==> config.mk <==
export PLATFORM = sky130hd
export DESIGN_NAME = interp_top
export DESIGN_NICKNAME = d
export VERILOG_FILES = /design/src/common/halfband_pkg.sv /design/src/source/interp_top.sv /design/src/source/wb_ctrl_regs.sv /design/src/source/rate_strobe_gen.sv /design/src/halfband/zero_stuffer.sv /design/src/halfband/halfband_sym_filter.sv
export SDC_FILE = /design/constraint.sdc
export NUM_CORES = 2
export LEC_CHECK = 0
export BUFFER_PORTS_ARGS = -buffer_cell sky130_fd_sc_hd__buf_2
export CORE_ASPECT_RATIO = 1.1
export CORE_UTILIZATION = 25
export CTS_CLUSTER_DIAMETER = 40
export DETAILED_ROUTE_END_ITERATION = 6
export GPL_TIMING_DRIVEN = 0
export HOLD_SLACK_MARGIN = 0.03
export SLEW_MARGIN = 20
export SYNTH_ARGS = -nofsm -noshare
export SYNTH_HDL_FRONTEND = slang
export SYNTH_SLANG_ARGS = --single-unit
==> constraint.sdc <==
create_clock -name sys_clk -period 9.4 [get_ports sys_clk]
set_input_delay 0.94 -clock sys_clk [delete_from_list [all_inputs] [get_ports sys_clk]]
set_output_delay 0.94 -clock sys_clk [all_outputs]
set_load 0.01 [all_outputs]
==> src/common/halfband_pkg.sv <==
package halfband_pkg;

    // datapath widths.
    localparam int SAMPLE_W   = 18;
    localparam int COEF_W     = 18;
    localparam int PROD_W     = SAMPLE_W + COEF_W;

    // control bus widths.
    localparam int WB_ADDR_W  = 4;
    localparam int WB_DATA_W  = 32;
    localparam int RATE_DIV_W = 16;

    // 2s16 inside the filter after input halving.
    typedef logic signed [SAMPLE_W-1:0] sample_t;
    // 0s18 coefficient.
    typedef logic signed [COEF_W-1:0]   coef_t;
    typedef logic signed [PROD_W-1:0]   product_t;

    // outer tap, next tap, inner tap, centre tap.
    typedef coef_t [0:3] coef_set_t;

    typedef logic [WB_ADDR_W-1:0]  wb_addr_t;
    typedef logic [WB_DATA_W-1:0]  wb_data_t;
    typedef logic [RATE_DIV_W-1:0] rate_div_t;

    // stage 1 halfband.
    localparam coef_set_t HB1_COEFS = {
        -18'sd9488, 18'sd0, 18'sd74902, 18'sd131071
    };

    // stage 2 halfband, a touch wider transition band.
    localparam coef_set_t HB2_COEFS = {
        -18'sd8192, 18'sd0, 18'sd73728, 18'sd131071
    };

    // register map, word addresses.
    localparam wb_addr_t REG_CTRL         = 4'd0;
    localparam wb_addr_t REG_RATE_DIV     = 4'd1;
    localparam wb_addr_t REG_SAMPLE_COUNT = 4'd2;

endpackage
==> src/source/interp_top.sv <==
`timescale 1ns/10ps

module interp_top #(
    parameter halfband_pkg::coef_set_t HB1              = halfband_pkg::HB1_COEFS,
    parameter halfband_pkg::coef_set_t HB2              = halfband_pkg::HB2_COEFS,
    parameter halfband_pkg::rate_div_t DEFAULT_RATE_DIV = 16'd3
) (
    input  logic                   sys_clk,
    input  logic                   reset,
    input  logic                   wb_cyc,
    input  logic                   wb_stb,
    input  logic                   wb_we,
    input  halfband_pkg::wb_addr_t wb_adr,
    input  halfband_pkg::wb_data_t wb_dat_w,
    output halfband_pkg::wb_data_t wb_dat_r,
    output logic                   wb_ack,
    input  halfband_pkg::sample_t  sample_in,
    output logic                   sample_take,
    output halfband_pkg::sample_t  sample_out,
    output logic                   out_valid
);
    import halfband_pkg::*;

    logic      run;
    rate_div_t rate_div;
    logic      out_en;
    logic      mid_en;
    logic      in_en;
    sample_t   stuff1_out;
    sample_t   hb1_out;
    sample_t   stuff2_out;

    wb_ctrl_regs #(
        .DEFAULT_RATE_DIV (DEFAULT_RATE_DIV)
    ) u_regs (
        .sys_clk   (sys_clk),
        .reset     (reset),
        .wb_cyc    (wb_cyc),
        .wb_stb    (wb_stb),
        .wb_we     (wb_we),
        .wb_adr    (wb_adr),
        .wb_dat_w  (wb_dat_w),
        .wb_dat_r  (wb_dat_r),
        .wb_ack    (wb_ack),
        .out_valid (out_valid),
        .run       (run),
        .rate_div  (rate_div)
    );

    rate_strobe_gen u_rates (
        .sys_clk  (sys_clk),
        .reset    (reset),
        .run      (run),
        .rate_div (rate_div),
        .out_en   (out_en),
        .mid_en   (mid_en),
        .in_en    (in_en)
    );

    // input is taken on the slowest strobe.
    assign sample_take = in_en;

    // stage 1, input rate to twice input rate.
    zero_stuffer u_stuff1 (
        .sys_clk (sys_clk),
        .reset   (reset),
        .load_en (in_en),
        .fast_en (mid_en),
        .din     (sample_in),
        .dout    (stuff1_out)
    );

    halfband_sym_filter #(
        .COEFS (HB1)
    ) u_hb1 (
        .sys_clk   (sys_clk),
        .reset     (reset),
        .sample_en (mid_en),
        .x_in      (stuff1_out),
        .y         (hb1_out)
    );

    // stage 2, up to the output rate.
    zero_stuffer u_stuff2 (
        .sys_clk (sys_clk),
        .reset   (reset),
        .load_en (mid_en),
        .fast_en (out_en),
        .din     (hb1_out),
        .dout    (stuff2_out)
    );

    halfband_sym_filter #(
        .COEFS (HB2)
    ) u_hb2 (
        .sys_clk   (sys_clk),
        .reset     (reset),
        .sample_en (out_en),
        .x_in      (stuff2_out),
        .y         (sample_out)
    );

    // filter output register updates on out_en, valid one clock later.
    always_ff @(posedge sys_clk) begin
        if (reset) begin
            out_valid <= 1'b0;
        end else begin
            out_valid <= out_en;
        end
    end

endmodule

==> src/source/wb_ctrl_regs.sv <==
`timescale 1ns/10ps

module wb_ctrl_regs #(
    parameter halfband_pkg::rate_div_t DEFAULT_RATE_DIV = 16'd3
) (
    input  logic                    sys_clk,
    input  logic                    reset,
    input  logic                    wb_cyc,
    input  logic                    wb_stb,
    input  logic                    wb_we,
    input  halfband_pkg::wb_addr_t  wb_adr,
    input  halfband_pkg::wb_data_t  wb_dat_w,
    output halfband_pkg::wb_data_t  wb_dat_r,
    output logic                    wb_ack,
    input  logic                    out_valid,
    output logic                    run,
    output halfband_pkg::rate_div_t rate_div
);
    import halfband_pkg::*;

    logic     bus_hit;
    logic     bus_write;
    wb_data_t sample_count;

    // new cycle only while ack is low, so ack lasts one clock.
    assign bus_hit   = wb_cyc && wb_stb && !wb_ack;
    assign bus_write = bus_hit && wb_we;

    always_ff @(posedge sys_clk) begin
        if (reset) begin
            wb_ack <= 1'b0;
        end else begin
            wb_ack <= bus_hit;
        end
    end

    // writes land on the ack edge.
    always_ff @(posedge sys_clk) begin
        if (reset) begin
            run      <= 1'b0;
            rate_div <= DEFAULT_RATE_DIV;
        end else if (bus_write) begin
            case (wb_adr)
                REG_CTRL:     run      <= wb_dat_w[0];
                REG_RATE_DIV: rate_div <= wb_dat_w[RATE_DIV_W-1:0];
                default:      ;
            endcase
        end
    end

    // output sample counter, any write clears it.
    always_ff @(posedge sys_clk) begin
        if (reset) begin
            sample_count <= '0;
        end else if (bus_write && (wb_adr == REG_SAMPLE_COUNT)) begin
            sample_count <= '0;
        end else if (out_valid) begin
            sample_count <= sample_count + 1'b1;
        end
    end

    // read data sits beside ack.
    always_ff @(posedge sys_clk) begin
        if (bus_hit) begin
            case (wb_adr)
                REG_CTRL:         wb_dat_r <= wb_data_t'(run);
                REG_RATE_DIV:     wb_dat_r <= wb_data_t'(rate_div);
                REG_SAMPLE_COUNT: wb_dat_r <= sample_count;
                default:          wb_dat_r <= '0;
            endcase
        end
    end

endmodule

==> src/source/rate_strobe_gen.sv <==
`timescale 1ns/10ps

module rate_strobe_gen (
    input  logic                    sys_clk,
    input  logic                    reset,
    input  logic                    run,
    input  halfband_pkg::rate_div_t rate_div,
    output logic                    out_en,
    output logic                    mid_en,
    output logic                    in_en
);
    import halfband_pkg::*;

    rate_div_t  div_cnt;
    logic [1:0] phase;

    // down-counter sets the output rate, phase splits it by two and four.
    always_ff @(posedge sys_clk) begin
        if (reset) begin
            div_cnt <= '0;
            phase   <= '0;
        end else if (!run) begin
            // stopped, start again from a full period at phase zero.
            div_cnt <= rate_div;
            phase   <= '0;
        end else if (div_cnt == '0) begin
            div_cnt <= rate_div;
            phase   <= phase + 2'd1;
        end else begin
            div_cnt <= div_cnt - 1'b1;
        end
    end

    assign out_en = run && (div_cnt == '0);

    // every second output tick.
    assign mid_en = out_en && !phase[0];

    // every fourth, lined up with mid_en.
    assign in_en  = out_en && (phase == 2'd0);

endmodule

==> src/halfband/zero_stuffer.sv <==
`timescale 1ns/10ps

module zero_stuffer (
    input  logic                  sys_clk,
    input  logic                  reset,
    input  logic                  load_en,
    input  logic                  fast_en,
    input  halfband_pkg::sample_t din,
    output halfband_pkg::sample_t dout
);
    import halfband_pkg::*;

    sample_t held;
    logic    zero_phase;

    // new sample restarts the pair, sample first.
    always_ff @(posedge sys_clk) begin
        if (reset) begin
            held       <= '0;
            zero_phase <= 1'b1;
        end else if (load_en) begin
            held       <= din;
            zero_phase <= 1'b0;
        end else if (fast_en) begin
            zero_phase <= ~zero_phase;
        end
    end

    // zero inserted on every other fast tick.
    assign dout = zero_phase ? sample_t'(0) : held;

endmodule

==> src/halfband/halfband_sym_filter.sv <==
`timescale 1ns/10ps

module halfband_sym_filter #(
    parameter halfband_pkg::coef_set_t COEFS = halfband_pkg::HB1_COEFS
) (
    input  logic                  sys_clk,
    input  logic                  reset,
    input  logic                  sample_en,
    input  halfband_pkg::sample_t x_in,
    output halfband_pkg::sample_t y
);
    import halfband_pkg::*;

    localparam int TAPS  = 7;
    localparam int PAIRS = (TAPS + 1) / 2;
    localparam int LVL2  = PAIRS / 2;

    // 2s34 product, bits 34..17 give back a 2s16 term.
    localparam int PROD_HI = PROD_W - 2;
    localparam int PROD_LO = PROD_HI - SAMPLE_W + 1;

    sample_t  x_dly [0:TAPS-1];
    sample_t  sum_1 [0:PAIRS-1];
    product_t mult  [0:PAIRS-1];
    sample_t  sum_2 [0:LVL2-1];
    sample_t  sum_3;

    // delay line, input halved to 2s16 for headroom.
    always_ff @(posedge sys_clk) begin
        if (reset) begin
            for (int i = 0; i < TAPS; i++) begin
                x_dly[i] <= '0;
            end
        end else if (sample_en) begin
            x_dly[0] <= x_in >>> 1;
            for (int i = 1; i < TAPS; i++) begin
                x_dly[i] <= x_dly[i-1];
            end
        end
    end

    // symmetric pre-add.
    always_ff @(posedge sys_clk) begin
        if (reset) begin
            for (int i = 0; i < PAIRS; i++) begin
                sum_1[i] <= '0;
            end
        end else if (sample_en) begin
            for (int i = 0; i < PAIRS - 1; i++) begin
                sum_1[i] <= x_dly[i] + x_dly[TAPS-1-i];
            end
            // centre tap has no partner.
            sum_1[PAIRS-1] <= x_dly[PAIRS-1];
        end
    end

    always_comb begin
        for (int i = 0; i < PAIRS; i++) begin
            mult[i] = coef_t'(COEFS[i]) * sum_1[i];
        end
    end

    // first adder level, wraps at 18 bits.
    always_ff @(posedge sys_clk) begin
        if (reset) begin
            for (int i = 0; i < LVL2; i++) begin
                sum_2[i] <= '0;
            end
        end else if (sample_en) begin
            for (int i = 0; i < LVL2; i++) begin
                sum_2[i] <= sample_t'(mult[2*i][PROD_HI:PROD_LO])
                          + sample_t'(mult[2*i+1][PROD_HI:PROD_LO]);
            end
        end
    end

    always_ff @(posedge sys_clk) begin
        if (reset) begin
            sum_3 <= '0;
        end else if (sample_en) begin
            sum_3 <= sum_2[0] + sum_2[1];
        end
    end

    // output holds between ticks.
    always_ff @(posedge sys_clk) begin
        if (reset) begin
            y <= '0;
        end else if (sample_en) begin
            y <= sum_3;
        end
    end

endmodule

==> summary.md <==
Setup path
- most common cell type on the critical path: sky130_fd_sc_hd__inv_1
- kind of end point of the critical path: flop
- largest fanout of any net on the critical path: 7
- worst endpoint data arrival time: 9.23 ns
- number of cells on the worst reg-to-reg path: 39
- Crit path required time: 9.77 ns
- delay contributed by the slowest stage of the critical path: 0.77 ns
- kind of start point of the critical path: flop
- minimum setup slack among reg-to-reg paths: 0.54 ns
- Crit-path slowest cell: sky130_fd_sc_hd__fa_2
- crit path kind: flop to flop

STA
- Period minus WS final: 8.86 ns
- final-report setup violation count: 0
- worst path setup slack after routing: 0.539 ns
- Post-Route Skew: 0.0249 ns
- final hold slack: 0.449 ns
- Max Freq: 113 MHz
- final count of hold timing violations: 0
- unrepaired setup endpoints after global routing: no
- number of max-slew violations in the final report: 0
- final cycle utilization of the critical path: 94.3%
- Slew headroom: 37.9%
- actual transition at the worst max-transition pin: 0.931 ns

Global routing
- via count of the first global-routing pass: 31700
- number of antenna violations at the first check in global routing: 1
- wire length of the first global-routing pass: 167000 um
- GR Util All Layers: 11.2%
- largest net degree at the start of global routing: 117
- GRT Residual Overflow: 0

Floorplanning
- vertical extent of the die: 451 um
- Die Span X: 410 um
- starting density of the core: 25.2%
- area of the core: 0.182 sq mm
- Die ar.: 0.185 sq mm
- std cell rows: 164
- I/O pin cnt: 112

Placement
- worst slack at placement: -0.638 ns
- Port Buffer Count: 93
- routability-driven placement congestion ratio: 0.910
- HPWL Detailed: 83200 um

Synth
- Net Count, Synth: 5409
- multiplexer fraction of the synthesized cell area: 0.202%
- Seq cells post-synth: 587
- number of different library cells in the post-synthesis netlist: 75
- Synth top area share: 27.0%
- share of the yosys chip area belonging to registers: 34.7%
- Synth Area in Adders: 32.0%
- EDFF count, synth: 412
- cell count after synthesis: 4387
- area share of xor/xnor cells in the synthesized design: 5.47%
- Synthesis Warnings: 0
- fraction of the mapped netlist area in compound gates: 9.25%
- most area-hungry cell type in the Yosys netlist: sky130_fd_sc_hd__edfxtp_1
- dominant cells by area after synthesis: sky130_fd_sc_hd__edfxtp_1, sky130_fd_sc_hd__ha_1, sky130_fd_sc_hd__fa_1, sky130_fd_sc_hd__dfxtp_1, sky130_fd_sc_hd__inv_1
- Post-Synthesis Mean Instance Area: 10.4 sq um
- netlist area before placement: 0.0458 sq mm
- area fraction in and, or, nand and nor cells after synthesis: 11.4%
- main combinational cell family by area after synthesis: adder cells
- prevailing post-synth register cell: sky130_fd_sc_hd__edfxtp_1
- async set-or-reset flop fraction in the synthesized netlist: 0%

Flow run
- # Max-Cap Violations: 0

Clocking
- TritonCTS Buffers: 79
- CTS tree: done
- clock input transition at the sequential cells of the worst setup and hold paths: 0.06 ns
- hold buffers post-CTS: 0
- maximum buffer depth of the clock tree: 3
- H-tree depth: 3
- root buffer cell: sky130_fd_sc_hd__clkbuf_16
- source-to-sink clock delay at the later pin of the worst-skew pair: 0.65 ns
- clock net sink count: 587

Final layout
- count of antenna diodes in the layout: 0
- Final Core Density: 28.8%
- fill cell instance count of the final layout: 19000
- commonest non-fill, non-tap cell in the layout: sky130_fd_sc_hd__inv_1
- most used cells in the layout excluding fill and tap cells: sky130_fd_sc_hd__inv_1, sky130_fd_sc_hd__ha_1, sky130_fd_sc_hd__edfxtp_1, sky130_fd_sc_hd__fa_1, sky130_fd_sc_hd__nor2_1
- net count reported at finish: 5599
- area added between synthesis and finish: 14.5%
- ratio of cells with drive above 1 in the final layout: 6.46%

Routing
- number of iterations in the first detailed-routing pass: 7
- Routed Wire Length: 103000 um
- DRC violation total after the first TritonRoute iteration: 1550
- vias per cell: 4.32
- number of routed nets with antenna violations: 0
- routed via count: 30500
- average detailed-routed wire length per instance: 14.6 um
- Residual DRC: 1

Run status
- outcome: finished with violations
- failing checks: design-rule violations

Worst hold path
- Worst Hold Path Cells: 2
- type of the most critical hold path: flop to flop

## synthesized netlist by cell type, types with 48 or more instances
cell / n
sky130_fd_sc_hd__clkbuf_1: 94
sky130_fd_sc_hd__o21ai_0: 126
sky130_fd_sc_hd__fa_1: 350
sky130_fd_sc_hd__inv_1: 740
sky130_fd_sc_hd__nand3_1: 48
sky130_fd_sc_hd__xnor2_1: 169
sky130_fd_sc_hd__and2_1: 131
sky130_fd_sc_hd__xor2_1: 117
sky130_fd_sc_hd__a22o_1: 69
sky130_fd_sc_hd__ha_1: 613
sky130_fd_sc_hd__a21o_1: 86
sky130_fd_sc_hd__edfxtp_1: 412
sky130_fd_sc_hd__dfxtp_1: 175
sky130_fd_sc_hd__a21oi_1: 176
sky130_fd_sc_hd__nor3_1: 76
sky130_fd_sc_hd__nor2_1: 319
sky130_fd_sc_hd__nor2b_1: 62
sky130_fd_sc_hd__nand2_1: 196
sky130_fd_sc_hd__and3_1: 115
## registers in the layout (all words and copies together), names as in the netlist, 18 cells and up
signal	count
u_hb1.x_dly	102
u_hb2.x_dly	102
u_hb1.sum_1	53
u_hb2.sum_1	53
u_hb2.sum_2	36
u_hb1.sum_2	34
u_regs.sample_count	32
u_regs.wb_dat_r	32
u_hb2.sum_3	18
u_hb2.y	18
## stage by stage
stage / TNS, ns / instances / instance area (sq um)
detailed placement: -0.990 / 6890 / 49400
global placement: -0.746 / 6887 / 49300
CTS: 0 / 7038 / 52300
global route: 0 / 7050 / 52400
floorplan: 0 / 4387 / 45800
finish: 0 / 7050 / 52400
## kinds of logic after synthesis
| kind of cell | count (synthesis) |
|---|---|
| AO/OA/AOI/OAI | 642 |
| multiplexers | 9 |
| buffers and inverters | 846 |
| XOR/XNOR | 286 |
| adder cells (fa/ha/maj) | 963 |
| flip-flops | 587 |
| AND/OR/NAND/NOR | 1054 |
## path summary, 6_finish.rpt
| kind | startpoint | to |
|---|---|---|
| worst max register to register | u_hb1.sum_1[0][63] | u_hb1.sum_2[0][35] |
| worst min register to register | u_stuff1.held[4] | u_stuff1.held[4] |
| worst min-delay path | u_stuff1.held[4] | u_stuff1.held[4] |
| worst max-delay path | u_hb1.sum_1[0][63] | u_hb1.sum_2[0][35] |
## routing by layer
layer | up-vias | wire length (um) | track usage, %
met2 | 429 | 50500 | 19.5
met3 | 128 | 3410 | 1.43
met5 | - | 0 | 0
li1 | 15100 | - | -
met1 | 14800 | 46400 | 14.4
met4 | 0 | 2480 | 3.10
## worst max-delay path: cells and delay by family, from the launching register on
family	cells	cell delay, ns
DFF	1	0.44
AOI/OAI and AO/OA	15	2.85
buffers and inverters	6	0.56
adders and majority gates	8	3.36
and+or+nand+nor	4	0.34
xor gates and xnor gates	6	1.01
## layout make-up
type	instances	area (sq um)	area share, %
flip-flops and latches	587	15900	30.3
well taps	2407	3010	5.74
plain buffers	101	387	0.737
clock buffers	95	2210	4.22
inverters	744	2810	5.36
clock inverters	52	637	1.21
multi-input cells	2954	26900	51.2
repair buffers	110	653	1.25
## repair_timing
| action | CTS | global route |
|---|---|---|
| hold endpoints to repair | 0 | 0 |
| resized for setup | 6 | 16 |
| setup buffers | 2 | 12 |
| endpoints found under the setup margin | 4 | 5 |
| pin swaps | 0 | 1 |
Power is left out: the tool's default activity adds up to more than one toggle a clock period on the data nets, which glitch-free logic cannot reach.
